===== config.mk =====
export PLATFORM = sky130hd
export DESIGN_NAME = apu_pulse_top
export DESIGN_NICKNAME = d
export VERILOG_FILES = /design/src/verilog/apu_pkg.sv /design/src/verilog/apu_pulse_top.sv /design/src/verilog/apu_mixer.sv /design/src/verilog/apu_pulse.sv /design/src/verilog/apu_length_counter.sv /design/src/verilog/apu_envelope.sv /design/src/verilog/apu_frame_sequencer.sv /design/src/verilog/apu_register_bank.sv
export SDC_FILE = /design/constraint.sdc
export NUM_CORES = 1
export LEC_CHECK = 0
export BUFFER_PORTS_ARGS = -buffer_cell sky130_fd_sc_hd__clkbuf_2
export CAP_MARGIN = 30
export CORE_MARGIN = 2
export CORE_UTILIZATION = 54
export CTS_BUF_LIST = sky130_fd_sc_hd__clkbuf_8
export DETAILED_ROUTE_END_ITERATION = 10
export GPL_TIMING_DRIVEN = 1
export PLACE_DENSITY = 0.82
export SLEW_MARGIN = 15
export SYNTH_ARGS = -nofsm -noshare
export SYNTH_HDL_FRONTEND = slang
export SYNTH_SLANG_ARGS = --single-unit

===== constraint.sdc =====
create_clock -name sys_clk -period 5.1 [get_ports sys_clk]
set_input_delay 0.765 -clock sys_clk [delete_from_list [all_inputs] [get_ports sys_clk]]
set_output_delay 0.765 -clock sys_clk [all_outputs]
set_load 0.005 [all_outputs]

===== src/verilog/apu_pkg.sv =====
package apu_pkg;

	// CPU-side bus
	localparam int ADDR_W = 5;
	localparam int DATA_W = 8;

	// Channel datapath
	localparam int VOL_W = 4;
	localparam int TIMER_W = 11;

	// Register index within a channel's four-byte window
	localparam logic [1:0] REG_CTRL = 2'd0;
	localparam logic [1:0] REG_SWEEP = 2'd1;
	localparam logic [1:0] REG_TLO = 2'd2;
	localparam logic [1:0] REG_THI = 2'd3;

	// Note lengths in half frames, indexed by the upper five bits of the high timer byte
	localparam logic [7:0] length_table [32] = '{
		8'd10, 8'd254, 8'd20, 8'd2, 8'd40, 8'd4, 8'd80, 8'd6,
		8'd160, 8'd8, 8'd60, 8'd10, 8'd14, 8'd12, 8'd26, 8'd14,
		8'd12, 8'd16, 8'd24, 8'd18, 8'd48, 8'd20, 8'd96, 8'd22,
		8'd192, 8'd24, 8'd72, 8'd26, 8'd16, 8'd28, 8'd32, 8'd30
	};

	// Bit n is the output level at sequencer step n
	localparam logic [7:0] duty_table [4] = '{
		8'b1000_0000,
		8'b1100_0000,
		8'b1111_0000,
		8'b0011_1111
	};

endpackage

===== src/verilog/apu_pulse_top.sv =====
`timescale 1ns/1ps

module apu_pulse_top #(
	parameter int NUM_CHANNELS = 2,
	parameter int TICK_DIV = 2,
	parameter int QFRAME_TICKS = 64
) (
	input  logic                                          sys_clk,
	input  logic                                          sys_rst_n,
	input  logic                                          wr_en,
	input  logic [apu_pkg::ADDR_W-1:0]                    wr_addr,
	input  logic [apu_pkg::DATA_W-1:0]                    wr_data,
	output logic [apu_pkg::VOL_W-1:0]                     ch_out [NUM_CHANNELS],
	output logic [NUM_CHANNELS-1:0]                       ch_act,
	output logic [apu_pkg::VOL_W+$clog2(NUM_CHANNELS)-1:0] mix
);

	logic [apu_pkg::DATA_W-1:0] ctrl_reg [NUM_CHANNELS];
	logic [apu_pkg::DATA_W-1:0] sweep_reg [NUM_CHANNELS];
	logic [apu_pkg::DATA_W-1:0] tlo_reg [NUM_CHANNELS];
	logic [apu_pkg::DATA_W-1:0] thi_reg [NUM_CHANNELS];
	logic [NUM_CHANNELS-1:0] sweep_wr;
	logic [NUM_CHANNELS-1:0] note_wr;
	logic [NUM_CHANNELS-1:0] ch_en;
	logic apu_tick;
	logic qframe;
	logic hframe;

	apu_register_bank #(
		.NUM_CHANNELS (NUM_CHANNELS)
	) register_bank_inst (
		.sys_clk   (sys_clk),
		.sys_rst_n (sys_rst_n),
		.wr_en     (wr_en),
		.wr_addr   (wr_addr),
		.wr_data   (wr_data),
		.ctrl_reg  (ctrl_reg),
		.sweep_reg (sweep_reg),
		.tlo_reg   (tlo_reg),
		.thi_reg   (thi_reg),
		.sweep_wr  (sweep_wr),
		.note_wr   (note_wr),
		.ch_en     (ch_en)
	);

	apu_frame_sequencer #(
		.TICK_DIV     (TICK_DIV),
		.QFRAME_TICKS (QFRAME_TICKS)
	) frame_sequencer_inst (
		.sys_clk   (sys_clk),
		.sys_rst_n (sys_rst_n),
		.apu_tick  (apu_tick),
		.qframe    (qframe),
		.hframe    (hframe)
	);

	// Channel 0 keeps the one's-complement sweep negate
	for (genvar i = 0; i < NUM_CHANNELS; i++) begin : g_ch
		apu_pulse #(
			.sweep_defect (i == 0)
		) pulse_inst (
			.sys_clk   (sys_clk),
			.sys_rst_n (sys_rst_n),
			.apu_tick  (apu_tick),
			.qframe    (qframe),
			.hframe    (hframe),
			.ctrl_reg  (ctrl_reg[i]),
			.sweep_reg (sweep_reg[i]),
			.tlo_reg   (tlo_reg[i]),
			.thi_reg   (thi_reg[i]),
			.sweep_wr  (sweep_wr[i]),
			.note_wr   (note_wr[i]),
			.enable    (ch_en[i]),
			.out       (ch_out[i]),
			.act       (ch_act[i])
		);
	end

	apu_mixer #(
		.NUM_CHANNELS (NUM_CHANNELS)
	) mixer_inst (
		.sys_clk   (sys_clk),
		.sys_rst_n (sys_rst_n),
		.ch_out    (ch_out),
		.mix       (mix)
	);

endmodule


===== src/verilog/apu_mixer.sv =====
`timescale 1ns/1ps

module apu_mixer #(
	parameter int NUM_CHANNELS = 2
) (
	input  logic                                          sys_clk,
	input  logic                                          sys_rst_n,
	input  logic [apu_pkg::VOL_W-1:0]                     ch_out [NUM_CHANNELS],
	output logic [apu_pkg::VOL_W+$clog2(NUM_CHANNELS)-1:0] mix
);

	localparam int MIX_W = apu_pkg::VOL_W + $clog2(NUM_CHANNELS);

	logic [MIX_W-1:0] sum;

	always_comb begin
		sum = '0;
		for (int i = 0; i < NUM_CHANNELS; i++)
			sum = sum + MIX_W'(ch_out[i]);
	end

	always_ff @(posedge sys_clk or negedge sys_rst_n) begin
		if (!sys_rst_n)
			mix <= '0;
		else
			mix <= sum;
	end

endmodule


===== src/verilog/apu_pulse.sv =====
`timescale 1ns/1ps

module apu_sweep #(
	parameter bit sweep_defect = 1'b0
) (
	input  logic                        sys_clk,
	input  logic                        sys_rst_n,
	input  logic                        hframe,
	input  logic                        reload,
	input  logic [apu_pkg::DATA_W-1:0]  sweep_reg,
	input  logic [apu_pkg::TIMER_W-1:0] period,
	output logic [apu_pkg::TIMER_W-1:0] target,
	output logic                        apply,
	output logic                        mute
);

	localparam int TW = apu_pkg::TIMER_W;

	logic sweep_en;
	logic [2:0] div_period;
	logic negate;
	logic [2:0] shift;
	logic [TW-1:0] shifted;
	logic [TW:0] sum;
	logic [2:0] divider;
	logic reload_pending;

	assign sweep_en = sweep_reg[7];
	assign div_period = sweep_reg[6:4];
	assign negate = sweep_reg[3];
	assign shift = sweep_reg[2:0];

	assign shifted = period >> shift;

	// Inverting without the carry-in gives the one's-complement variant
	assign sum = {1'b0, period} + {1'b0, shifted ^ {TW{negate}}}
		+ (TW + 1)'(negate && !sweep_defect);
	assign target = sum[TW-1:0];

	assign mute = (!negate && sum[TW]) || (period < TW'(8));
	assign apply = hframe && (divider == 3'd0) && sweep_en && (shift != 3'd0) && !mute;

	always_ff @(posedge sys_clk or negedge sys_rst_n) begin
		if (!sys_rst_n) begin
			divider <= 3'd0;
			reload_pending <= 1'b0;
		end else begin
			if (reload)
				reload_pending <= 1'b1;
			else if (hframe)
				reload_pending <= 1'b0;
			if (hframe) begin
				if (reload_pending || divider == 3'd0)
					divider <= div_period;
				else
					divider <= divider - 3'd1;
			end
		end
	end

endmodule

module apu_pulse #(
	parameter bit sweep_defect = 1'b0
) (
	input  logic                       sys_clk,
	input  logic                       sys_rst_n,
	input  logic                       apu_tick,
	input  logic                       qframe,
	input  logic                       hframe,
	input  logic [apu_pkg::DATA_W-1:0] ctrl_reg,
	input  logic [apu_pkg::DATA_W-1:0] sweep_reg,
	input  logic [apu_pkg::DATA_W-1:0] tlo_reg,
	input  logic [apu_pkg::DATA_W-1:0] thi_reg,
	input  logic                       sweep_wr,
	input  logic                       note_wr,
	input  logic                       enable,
	output logic [apu_pkg::VOL_W-1:0]  out,
	output logic                       act
);

	localparam int TW = apu_pkg::TIMER_W;

	logic [1:0] duty;
	logic halt;
	logic const_vol;
	logic [apu_pkg::VOL_W-1:0] env_param;
	logic [4:0] len_idx;
	logic [TW-1:0] note_period;

	logic [TW-1:0] period;
	logic [TW-1:0] timer;
	logic [2:0] step;
	logic [TW-1:0] target;
	logic apply;
	logic mute;
	logic [apu_pkg::VOL_W-1:0] env_vol;
	logic len_gate;
	logic duty_high;

	assign duty = ctrl_reg[7:6];
	assign halt = ctrl_reg[5];
	assign const_vol = ctrl_reg[4];
	assign env_param = ctrl_reg[3:0];
	assign len_idx = thi_reg[7:3];
	assign note_period = {thi_reg[2:0], tlo_reg};

	apu_envelope envelope_inst (
		.sys_clk   (sys_clk),
		.sys_rst_n (sys_rst_n),
		.qframe    (qframe),
		.restart   (note_wr),
		.loop      (halt),
		.const_vol (const_vol),
		.period    (env_param),
		.vol       (env_vol)
	);

	apu_sweep #(
		.sweep_defect (sweep_defect)
	) sweep_inst (
		.sys_clk   (sys_clk),
		.sys_rst_n (sys_rst_n),
		.hframe    (hframe),
		.reload    (sweep_wr),
		.sweep_reg (sweep_reg),
		.period    (period),
		.target    (target),
		.apply     (apply),
		.mute      (mute)
	);

	apu_length_counter length_counter_inst (
		.sys_clk   (sys_clk),
		.sys_rst_n (sys_rst_n),
		.hframe    (hframe),
		.enable    (enable),
		.halt      (halt),
		.load      (note_wr),
		.idx       (len_idx),
		.gate      (len_gate)
	);

	always_ff @(posedge sys_clk or negedge sys_rst_n) begin
		if (!sys_rst_n)
			period <= '0;
		else if (note_wr)
			period <= note_period;
		else if (apply)
			period <= target;
	end

	// Sequencer steps downward, one step per timer expiry
	always_ff @(posedge sys_clk or negedge sys_rst_n) begin
		if (!sys_rst_n) begin
			timer <= '0;
			step <= 3'd0;
		end else if (note_wr) begin
			timer <= note_period;
			step <= 3'd0;
		end else if (apu_tick) begin
			if (timer == '0) begin
				timer <= period;
				step <= step - 3'd1;
			end else begin
				timer <= timer - 1'b1;
			end
		end
	end

	assign duty_high = apu_pkg::duty_table[duty][step];

	assign out = (enable && len_gate && !mute && duty_high) ? env_vol : '0;
	assign act = len_gate;

endmodule


===== src/verilog/apu_length_counter.sv =====
`timescale 1ns/1ps

module apu_length_counter (
	input  logic       sys_clk,
	input  logic       sys_rst_n,
	input  logic       hframe,
	input  logic       enable,
	input  logic       halt,
	input  logic       load,
	input  logic [4:0] idx,
	output logic       gate
);

	logic [7:0] count;
	logic expired;

	assign expired = count == 8'd0;

	// Disabled channel holds the count at zero and ignores loads
	always_ff @(posedge sys_clk or negedge sys_rst_n) begin
		if (!sys_rst_n)
			count <= 8'd0;
		else if (!enable)
			count <= 8'd0;
		else if (load)
			count <= apu_pkg::length_table[idx];
		else if (hframe && !expired && !halt)
			count <= count - 8'd1;
	end

	assign gate = !expired;

endmodule


===== src/verilog/apu_envelope.sv =====
`timescale 1ns/1ps

module apu_envelope (
	input  logic                      sys_clk,
	input  logic                      sys_rst_n,
	input  logic                      qframe,
	input  logic                      restart,
	input  logic                      loop,
	input  logic                      const_vol,
	input  logic [apu_pkg::VOL_W-1:0] period,
	output logic [apu_pkg::VOL_W-1:0] vol
);

	logic start;
	logic [apu_pkg::VOL_W-1:0] divider;
	logic [apu_pkg::VOL_W-1:0] level;

	// Restart is only armed here, the decay begins on the next quarter frame
	always_ff @(posedge sys_clk or negedge sys_rst_n) begin
		if (!sys_rst_n)
			start <= 1'b0;
		else if (restart)
			start <= 1'b1;
		else if (qframe)
			start <= 1'b0;
	end

	always_ff @(posedge sys_clk or negedge sys_rst_n) begin
		if (!sys_rst_n) begin
			divider <= '0;
			level <= '0;
		end else if (qframe) begin
			if (start) begin
				divider <= period;
				level <= '1;
			end else if (divider == '0) begin
				divider <= period;
				if (level != '0)
					level <= level - 1'b1;
				else if (loop)
					level <= '1;
			end else begin
				divider <= divider - 1'b1;
			end
		end
	end

	assign vol = const_vol ? period : level;

endmodule


===== src/verilog/apu_frame_sequencer.sv =====
`timescale 1ns/1ps

module apu_frame_sequencer #(
	parameter int TICK_DIV = 2,
	parameter int QFRAME_TICKS = 64
) (
	input  logic sys_clk,
	input  logic sys_rst_n,
	output logic apu_tick,
	output logic qframe,
	output logic hframe
);

	localparam int DIV_W = TICK_DIV > 1 ? $clog2(TICK_DIV) : 1;
	localparam int QF_W = QFRAME_TICKS > 1 ? $clog2(QFRAME_TICKS) : 1;

	logic [DIV_W-1:0] div_cnt;
	logic [QF_W-1:0] tick_cnt;
	logic half;
	logic tick_now;
	logic qframe_now;

	assign tick_now = div_cnt == DIV_W'(TICK_DIV - 1);
	assign qframe_now = tick_now && (tick_cnt == QF_W'(QFRAME_TICKS - 1));

	always_ff @(posedge sys_clk or negedge sys_rst_n) begin
		if (!sys_rst_n) begin
			div_cnt <= '0;
			tick_cnt <= '0;
			half <= 1'b0;
		end else begin
			div_cnt <= tick_now ? '0 : div_cnt + 1'b1;
			if (qframe_now)
				tick_cnt <= '0;
			else if (tick_now)
				tick_cnt <= tick_cnt + 1'b1;
			// Every second quarter frame is also a half frame
			if (qframe_now)
				half <= ~half;
		end
	end

	always_ff @(posedge sys_clk or negedge sys_rst_n) begin
		if (!sys_rst_n) begin
			apu_tick <= 1'b0;
			qframe <= 1'b0;
			hframe <= 1'b0;
		end else begin
			apu_tick <= tick_now;
			qframe <= qframe_now;
			hframe <= qframe_now && half;
		end
	end

endmodule


===== src/verilog/apu_register_bank.sv =====
`timescale 1ns/1ps

module apu_register_bank #(
	parameter int NUM_CHANNELS = 2
) (
	input  logic                       sys_clk,
	input  logic                       sys_rst_n,
	input  logic                       wr_en,
	input  logic [apu_pkg::ADDR_W-1:0] wr_addr,
	input  logic [apu_pkg::DATA_W-1:0] wr_data,
	output logic [apu_pkg::DATA_W-1:0] ctrl_reg [NUM_CHANNELS],
	output logic [apu_pkg::DATA_W-1:0] sweep_reg [NUM_CHANNELS],
	output logic [apu_pkg::DATA_W-1:0] tlo_reg [NUM_CHANNELS],
	output logic [apu_pkg::DATA_W-1:0] thi_reg [NUM_CHANNELS],
	output logic [NUM_CHANNELS-1:0]    sweep_wr,
	output logic [NUM_CHANNELS-1:0]    note_wr,
	output logic [NUM_CHANNELS-1:0]    ch_en
);

	localparam int AW = apu_pkg::ADDR_W;
	localparam int CW = apu_pkg::ADDR_W - 2;
	localparam logic [AW-1:0] EN_ADDR = AW'(4 * NUM_CHANNELS);

	logic in_window;
	logic [1:0] reg_sel;

	assign in_window = wr_en && (wr_addr < EN_ADDR);
	assign reg_sel = wr_addr[1:0];

	for (genvar i = 0; i < NUM_CHANNELS; i++) begin : g_ch
		logic hit;

		assign hit = in_window && (wr_addr[AW-1:2] == CW'(i));

		always_ff @(posedge sys_clk or negedge sys_rst_n) begin
			if (!sys_rst_n) begin
				ctrl_reg[i] <= '0;
				sweep_reg[i] <= '0;
				tlo_reg[i] <= '0;
				thi_reg[i] <= '0;
				sweep_wr[i] <= 1'b0;
				note_wr[i] <= 1'b0;
			end else begin
				// Strobes line up with the byte becoming visible
				sweep_wr[i] <= hit && (reg_sel == apu_pkg::REG_SWEEP);
				note_wr[i] <= hit && (reg_sel == apu_pkg::REG_THI);
				if (hit) begin
					case (reg_sel)
						apu_pkg::REG_CTRL: ctrl_reg[i] <= wr_data;
						apu_pkg::REG_SWEEP: sweep_reg[i] <= wr_data;
						apu_pkg::REG_TLO: tlo_reg[i] <= wr_data;
						default: thi_reg[i] <= wr_data;
					endcase
				end
			end
		end
	end

	always_ff @(posedge sys_clk or negedge sys_rst_n) begin
		if (!sys_rst_n)
			ch_en <= '0;
		else if (wr_en && wr_addr == EN_ADDR)
			ch_en <= wr_data[NUM_CHANNELS-1:0];
	end

endmodule


==> impl_results.md, run 1 <==
* Pin count of the biggest net entering global routing at 85
* Biggest regs: g_ch.pulse_inst.period (22), g_ch.pulse_inst.timer (22)
* Starting Density at 55.3%
* Power density over cell area at 390 nW/um^2
* Hold Fails Final Rpt at 0
* Sequential area share after synthesis at 39.7%
* Worst vdd ir at 0.182 mV
* DRT Wirelength at 26100 um
* Die Area at between 20000 and 25000 um^2
* Via Count at 9194
* Clk_skew at 13.1 ps
* Crit path cell chain: mux2_2 -> nor2_1 -> a21oi_1 -> mux2i_1 -> xnor2_1 -> ha_1 -> a21o_1 -> a31oi_1 -> mux2_4 -> nor2_2 -> nor4b_2 -> nand4_2 -> nor2_2 -> clkbuf_2
* CTS tree: done
* Sink Count at approximately 180
* Syn. warnings at 0
* Reg2Reg Depth at 19
* WHS at 335 ps
* Clock transition at path regs at 90 ps
* Adder-Cell Fraction of Synth Area at 6.89%
* Critical register-to-register path endpoint: mixer_inst.mix[4]$_DFF_PN0_
* Met2 Track Usage GR at 41.8%
* DP Wirelength at 18600 um
* Syn Nets at about 1300
* Crit path DAT at approximately 4100 ps
* Post-synthesis register bit count at ~180
* Hold WC Path Type: primary input to async pin
* Via density per instance at a little over 6
* Area delta synth->final at 5.88%
* CTS max path bufs at 2
* R2r setup slk at 660 ps
* Clock latency on the worst-skew pair at 470 ps
* Critical path launch point type: flip-flop
* DR pass1 iterations at 5
* Num CTS Buffers at 17
* Residual DRC at 0
* Post-synth ARST share at 100%
* Vias in the first global route at ~9000
* Met3 Use GR at 4.29%
* Synth Flop Type: dfrtp_1
* Compound-cell area share of the yosys netlist at 16.5%
* Most frequent CP cell: nor2_2
* Status: finished, final reports clean
* I/O pin total at 31
* Unrepaired setup endpoints after global routing: false
* First-pass GRT wire length at 44500 um
* Max-Cap Viols at 0
* GPL Wtd Cong at 0.900
* Chip height at 148 um
* Synth top area share at roughly two fifths
* H-Tree Depth at 4
* Overall Global Routing Usage at approximately a quarter
* Synthesized area at 11200 um^2
* Synth area leader: dfrtp_1
* Met1 GRT Util at about 33%
* Fin Setup TNS at 0 ps
* Non-filler cells, final at 1507
* Avg Cell Area, Syn at just over 9 um^2
* Crit path time final at 4860 ps
* Mux cell area share after synthesis at 10.7%
* Port bufs at 30
* Placed insts at roughly 1500
* Post-route ant nets at 0
* Pleak at around 5.3 nW
* Relative slew margins at 41.3%
* Wire length per cell at 17.3 um
* Worst Path Max Fanout at 16
* Post-Synth XOR/XNOR Area at about 4.8%
* Synth area leaders: dfrtp_1 (40%), ha_1 (6.4%), mux2_2 (5.2%)
* CP peak stage delay at 570 ps
* Slowest-stage cell, CP: dfrtp_4
* Period Utilization, post-route at a little over nine tenths
* Core Footprint at 20300 um^2
* Largest family of logic cells by synthesized area: simple AND/OR/NAND/NOR gates
* Netlist cell types at 75
* Root Buffer: clkbuf_8
* Tightest Pin Transition at 880 ps
* Critical Path End Type: primary output
* Number of synthesized flops with an enable pin at 0
* Highest Clock Rate at 0.206 GHz
* Simple-gate share of the synthesized area at around 17%
* Synth Instances at around 1200
* Die extent in x at 148 um
* Finish-stage setup viols at 0
* CP required at 4340 ps
* WS Path Type: flip-flop to primary output
* Nets at 1300
* Layout cells sized above 1 at 11.8%
* GRT overflow at 0
* Detailed Route Iter0 Violations at 686
* R2r startpoint: register_bank_inst.sweep_reg[1]$_DFFE_PN0P_
* GR peak layer: met2
* Row count at 52
* Tot Pwr at 4.63 mW
* Antenna violations before repair at 0
* Final Max Slew Viols at 0
* Ant diodes at 0
[timing repair]
item / CTS / global route
hold buffers: 0 / 0
endpoints found under the setup margin: 0 / 8
endpoints found under the hold margin: 0 / 0
setup buffers: 0 / 0
gates resized for setup: 0 / 7
[worst max-delay path by stage]
stage                     cells after the start                                   startpoint  slack, ps                           to
final                                        14  register_bank_inst.sweep_reg[1]$_DFFE_PN0P_        240                    ch_out[3]
after global routing                         14  register_bank_inst.sweep_reg[1]$_DFFE_PN0P_         40                    ch_out[3]
after CTS                                    14  register_bank_inst.sweep_reg[1]$_DFFE_PN0P_          4                    ch_out[3]
after detailed placement                     14  register_bank_inst.sweep_reg[1]$_DFFE_PN0P_        530                    ch_out[3]
after global placement                       14  register_bank_inst.sweep_reg[1]$_DFFE_PN0P_        670                    ch_out[3]
after floorplan                              19  register_bank_inst.sweep_reg[9]$_DFFE_PN0P_       1010  mixer_inst.mix[4]$_DFF_PN0_
[power breakdown]
part           internal (mW)  total [mW]  switching (mW)
registers               1.63        1.98           0.356
clock network          0.445       0.965           0.520
logic                  0.776        1.69           0.911
[per-layer routing]
layer	share of wire (%)	vias up
met5	0	-
li1	-	4361
met1	44	4519
met3	5.1	49
met2	49	265
met4	2.2	0
[cell usage after synthesis (12+ instances only)]
| cell type | number |
|---|---|
| dfrtp_1 | 178 |
| nand2_1 | 118 |
| nor2_1 | 117 |
| a21oi_1 | 99 |
| o21ai_0 | 92 |
| inv_1 | 60 |
| ha_1 | 57 |
| mux2_2 | 52 |
| mux2i_1 | 49 |
| clkbuf_1 | 48 |
| xnor2_1 | 41 |
| nor3_1 | 39 |
| a31oi_1 | 20 |
| xor2_1 | 20 |
| nand3_1 | 19 |
| nor2b_1 | 15 |
| nand2b_1 | 12 |
[kinds of logic after synthesis]
logic type / count (synthesis)
AND/OR/NAND/NOR: 397
adder cells (fa/ha/maj): 60
flip-flops: 178
XOR/XNOR: 61
multiplexers: 107
buffers and inverters: 126
AO/OA/AOI/OAI: 305
[area by class of cell]
type | count | area (um^2)
clock inverters | 14 | 138
fillers | 1742 | 8420
multi-input cells | 930 | 6270
clock buffers | 18 | 248
well taps | 270 | 338
repair buffers | 34 | 186
inverters | 63 | 240
flip-flops and latches | 178 | 4460
[per-stage QoR]
| step | instance area [um^2] | util (%) | setup WS [ps] |
|---|---|---|---|
| floorplan | 11200 | - | 1010 |
| global placement | 11500 | 56.6 | 665 |
| detailed placement | 11500 | 56.6 | 530 |
| CTS | 11900 | 58.5 | 3.79 |
| global route | 11900 | 58.5 | 36.4 |
| finish | 11900 | 58.5 | 240 |
[worst max-delay path, delay by kind of cell (launching register included)]
kind                     cells  cell delay [ps]
AO/OA/AOI/OAI                3              480
XOR/XNOR                     1              100
adder cells (fa/ha/maj)      1              390
buffers and inverters        1              150
flip-flops                   1              570
multiplexers                 3              780
AND/OR/NAND/NOR              5             1150
[cells in the final DEF (no fill, tap or decap), types with 4 or more instances in the layout]
cell	n
clkinv_2	5
a31oi_1	20
nand4_1	5
dfrtp_1	175
nor2b_1	15
nor3b_1	6
ha_1	57
clkbuf_8	18
o21a_1	5
nand2_1	118
nor3_1	39
a21oi_1	99
a221oi_1	7
or2_2	6
and2_1	6
a21o_1	10
mux2_2	52
buf_4	4
nor4_1	10
mux4_2	4
a22oi_1	6
nor2_1	116
or4_1	5
and3_1	9
nand3_1	19
o22ai_1	7
a311oi_1	4
a211oi_1	10
o211ai_1	9
clkbuf_2	29
nand2b_1	12
inv_1	61
xor2_1	20
or3_1	6
clkinvlp_4	4
o21ai_0	91
o31ai_1	7
mux2i_1	49
xnor2_1	41
nand3b_1	6
Power figures use the tool's default switching activity.
==> run 2: changes to the inputs <==
--- a/config.mk
+++ b/config.mk
@@ -8,11 +8,11 @@
 export BUFFER_PORTS_ARGS = -buffer_cell sky130_fd_sc_hd__clkbuf_2
 export CAP_MARGIN = 30
 export CORE_MARGIN = 2
-export CORE_UTILIZATION = 54
+export CORE_UTILIZATION = 65
 export CTS_BUF_LIST = sky130_fd_sc_hd__clkbuf_8
 export DETAILED_ROUTE_END_ITERATION = 10
 export GPL_TIMING_DRIVEN = 1
-export PLACE_DENSITY = 0.82
+export PLACE_DENSITY = 0.94
 export SLEW_MARGIN = 15
 export SYNTH_ARGS = -nofsm -noshare
 export SYNTH_HDL_FRONTEND = slang
==> run 2 against run 1 <==
Against the previous run:
- cell count shrank 3.1%
- register-to-register slack got worse by 190 ps
- core utilization grew 11 points
- setup slack lost 110 ps
- critical path depth down 2
- sequential share of layout area grew 0.051 points
- die area fell by 16%
- via count up 4.7%
- combinational power is essentially flat
- critical endpoint is now ch_out[7]
- largest cell class unchanged
==> impl_results.md, run 2 (synthesis gave the netlist of run 1 again) <==
* Tightest Pin Transition at 877 ps (-2.87 ps)
* Via Count at 9629 (+4.7%)
* First-pass GRT wire length at 45200 um (+1.5%)
* DR pass1 iterations at 6 (+1)
* Clock transition at path regs at 90 ps (about the same)
* Port bufs at 30 (unchanged)
* Final Max Slew Viols at 0 (unchanged)
* WS Path Type: flip-flop to primary output
* Chip height at 135 um (-8.6%)
* Critical path launch point type: flip-flop
* GPL Wtd Cong at 0.885 (-1.7%)
* CTS tree: done
* Period Utilization, post-route at 97.4% (+2.1 points)
* CP peak stage delay at 760 ps (+190 ps)
* Buf/Inv on CP at 1 (unchanged)
* Relative slew margins at 41.4% (+0.068 points)
* Root Buffer: clkbuf_8
* Vias in the first global route at 9346 (+4.2%)
* DRT Wirelength at 27500 um (+5.5%)
* Critical Path End Type: primary output
* Status: finished, final reports clean
* Pleak at 5.36 nW (+0.13%)
* Residual DRC at 0 (unchanged)
* Row count at 48 (-7.7%)
* Highest Clock Rate at 0.201 GHz (-2.1%)
* Pin count of the biggest net entering global routing at 98 (+15%)
* DP Wirelength at 19100 um (+2.8%)
* Layout cells sized above 1 at 11.5% (-0.30 points)
* CP required at 4340 ps (about the same)
* CP top delay family: compound AO/OA/AOI/OAI gates
* Area delta synth->final at 5.64%
* H-Tree Depth at 4 (unchanged)
* CTS max path bufs at 2 (unchanged)
* Register share of total power at 42.7% (about the same)
* Clock network power share at 20.7% (about the same)
* Die Area at 18300 um^2 (-16%)
* Crit path time final at 4970 ps (+106 ps)
* Detailed Route Iter0 Violations at 1071 (+56%)
* Sw Pwr at 1.79 mW (+0.42%)
* Antenna violations before repair at 0 (unchanged)
* Crit path cell chain: mux2i_1 -> mux4_2 -> xnor2_1 -> ha_1 -> a21o_1 -> a21oi_1 -> o21ai_0 -> a31o_2 -> a31oi_1 -> o21ai_1 -> nor2_1 -> clkbuf_2
* Fin Setup TNS at 0 ps (unchanged)
* Sink Count at 178 (unchanged)
* Die extent in x at 135 um (-8.6%)
* Worst Path Max Fanout at 15 (-1)
* Unrepaired setup endpoints after global routing: false
* Clock latency on the worst-skew pair at 460 ps (about the same)
* Sequential standard cell area at 4460 um^2 (about the same)
* Clk_skew at 11.0 ps (-2.04 ps)
* Overall Global Routing Usage at 30.8% (+6.0 points)
* Max-Cap Viols at 0 (unchanged)
* Multi-input combinational cell area at 6270 um^2 (about the same)
* Biggest regs: g_ch.pulse_inst.period (22), g_ch.pulse_inst.timer (22)
* I/O pin total at 31 (unchanged)
* Power density over cell area at 394 nW/um^2 (+0.88%)
* Worst vdd ir at 0.204 mV (+12%)
* Commonest non-fill, non-tap cell in the layout: dfrtp_1
* WHS at 390 ps (+55.2 ps)
* Crit path DAT at 4200 ps (+100 ps)
* Slowest-stage cell, CP: dfrtp_1
* Num CTS Buffers at 17 (unchanged)
* Post-route ant nets at 0 (unchanged)
* Via density per instance at 6.59 (+8.0%)
* Post-CTS setup buffers at 0 (unchanged)
* Wire length per cell at 18.9 um (+8.8%)
* Starting Density at 65.8% (+11 points)
* P_int at 2.87 mW (+0.81%)
* Hold WC Path Type: primary input to async pin
* Finish-stage setup viols at 0 (unchanged)
* Filler Cell Count at 1183 (-32%)
* Nets at 1301 (+0.077%)
* Combinational fraction of design power at 36.6% (+0.2 points)
* Core Footprint at 17100 um^2 (-16%)
* Sw Share at 38.5% (-0.091 points)
* GRT overflow at 0 (unchanged)
* Hold Fails Final Rpt at 0 (unchanged)
* Most frequent cells in the layout: dfrtp_1 (176), nand2_1 (118), nor2_1 (117), a21oi_1 (99), o21ai_0 (91)
[run 2: cell types whose count changed in the layout (fill, tap and decap cells not counted), sizes merged]
cell and change:
buf +1, clkinv -4, inv -1, clkbuf +2, diode +1
[run 2: through the flow]
| stage | utilization (%) | instances | setup slack [ps] | power, mW | area (um^2) |
|---|---|---|---|---|---|
| 4_1_cts | 69.2 | 1458 | 90.5 | 4.63 | 11800 |
| 3_5_place_dp | 66.9 | 1429 | 519 | 3.67 | 11400 |
| 5_1_grt | 69.5 | 1460 | 9.80 | 4.94 | 11900 |
| 6_report | 69.5 | 1461 | 134 | 4.66 | 11900 |
| 3_3_place_gp | 66.9 | 1429 | 756 | 3.56 | 11400 |
| 2_1_floorplan | - | 1234 | 1010 | 3.25 | 11200 |
[run 2: what timing repair did]
| item | 4_1_cts | 5_1_grt |
|---|---|---|
| endpoints found under the setup margin | 0 | 8 |
| hold buffers | 0 | 0 |
| resized for setup | 0 | 4 |
[run 2: worst paths after layout]
kind                       depth (start not counted)                                   startpoint                                                        to  slack, ps
setup / recovery                                  12  register_bank_inst.sweep_reg[9]$_DFFE_PN0P_                                                 ch_out[7]        130
hold / removal                                     1                                    sys_rst_n   g_ch[1].pulse_inst.envelope_inst.divider[3]$_DFFE_PN0P_        390
setup reg to reg                                  17  register_bank_inst.sweep_reg[9]$_DFFE_PN0P_                               mixer_inst.mix[4]$_DFF_PN0_        470
hold reg to reg                                    1     register_bank_inst.sweep_wr[0]$_DFF_PN0_  g_ch[0].pulse_inst.sweep_inst.reload_pending$_DFFE_PN0P_        440
max in group asynchronous                          2                                    sys_rst_n                  g_ch[0].pulse_inst.period[5]$_DFFE_PN0P_       3610
min in group sys_clk                               1     register_bank_inst.sweep_wr[0]$_DFF_PN0_  g_ch[0].pulse_inst.sweep_inst.reload_pending$_DFFE_PN0P_        440
[run 2: final cells by class]
| cell class | count | share of cell area (%) |
|---|---|---|
| antenna | 1 | 0.0211 |
| clock inverter | 9 | 0.918 |
| multi-input combinational | 930 | 52.9 |
| inverter | 63 | 2.03 |
| tap | 225 | 2.37 |
| sequential | 178 | 37.6 |
| timing repair buffer | 35 | 1.87 |
| clock buffer | 20 | 2.32 |
[run 2: power by group through the flow]
stage / registers [mW] / clock network, mW / logic, mW
floorplan: 1.81 / 0 / 1.44
global placement: 1.98 / 0 / 1.58
detailed placement: 2.00 / 0 / 1.67
CTS: 1.97 / 0.965 / 1.69
global route: 2.02 / 1.02 / 1.89
finish: 1.99 / 0.966 / 1.71
[run 2: layer usage]
| layer | part of all wire [%] | track usage (%) |
|---|---|---|
| met1 | 40 | 39.6 |
| met4 | 3.9 | 15.3 |
| met3 | 6.5 | 4.83 |
| met2 | 50 | 51.2 |
| met5 | 0 | 0 |
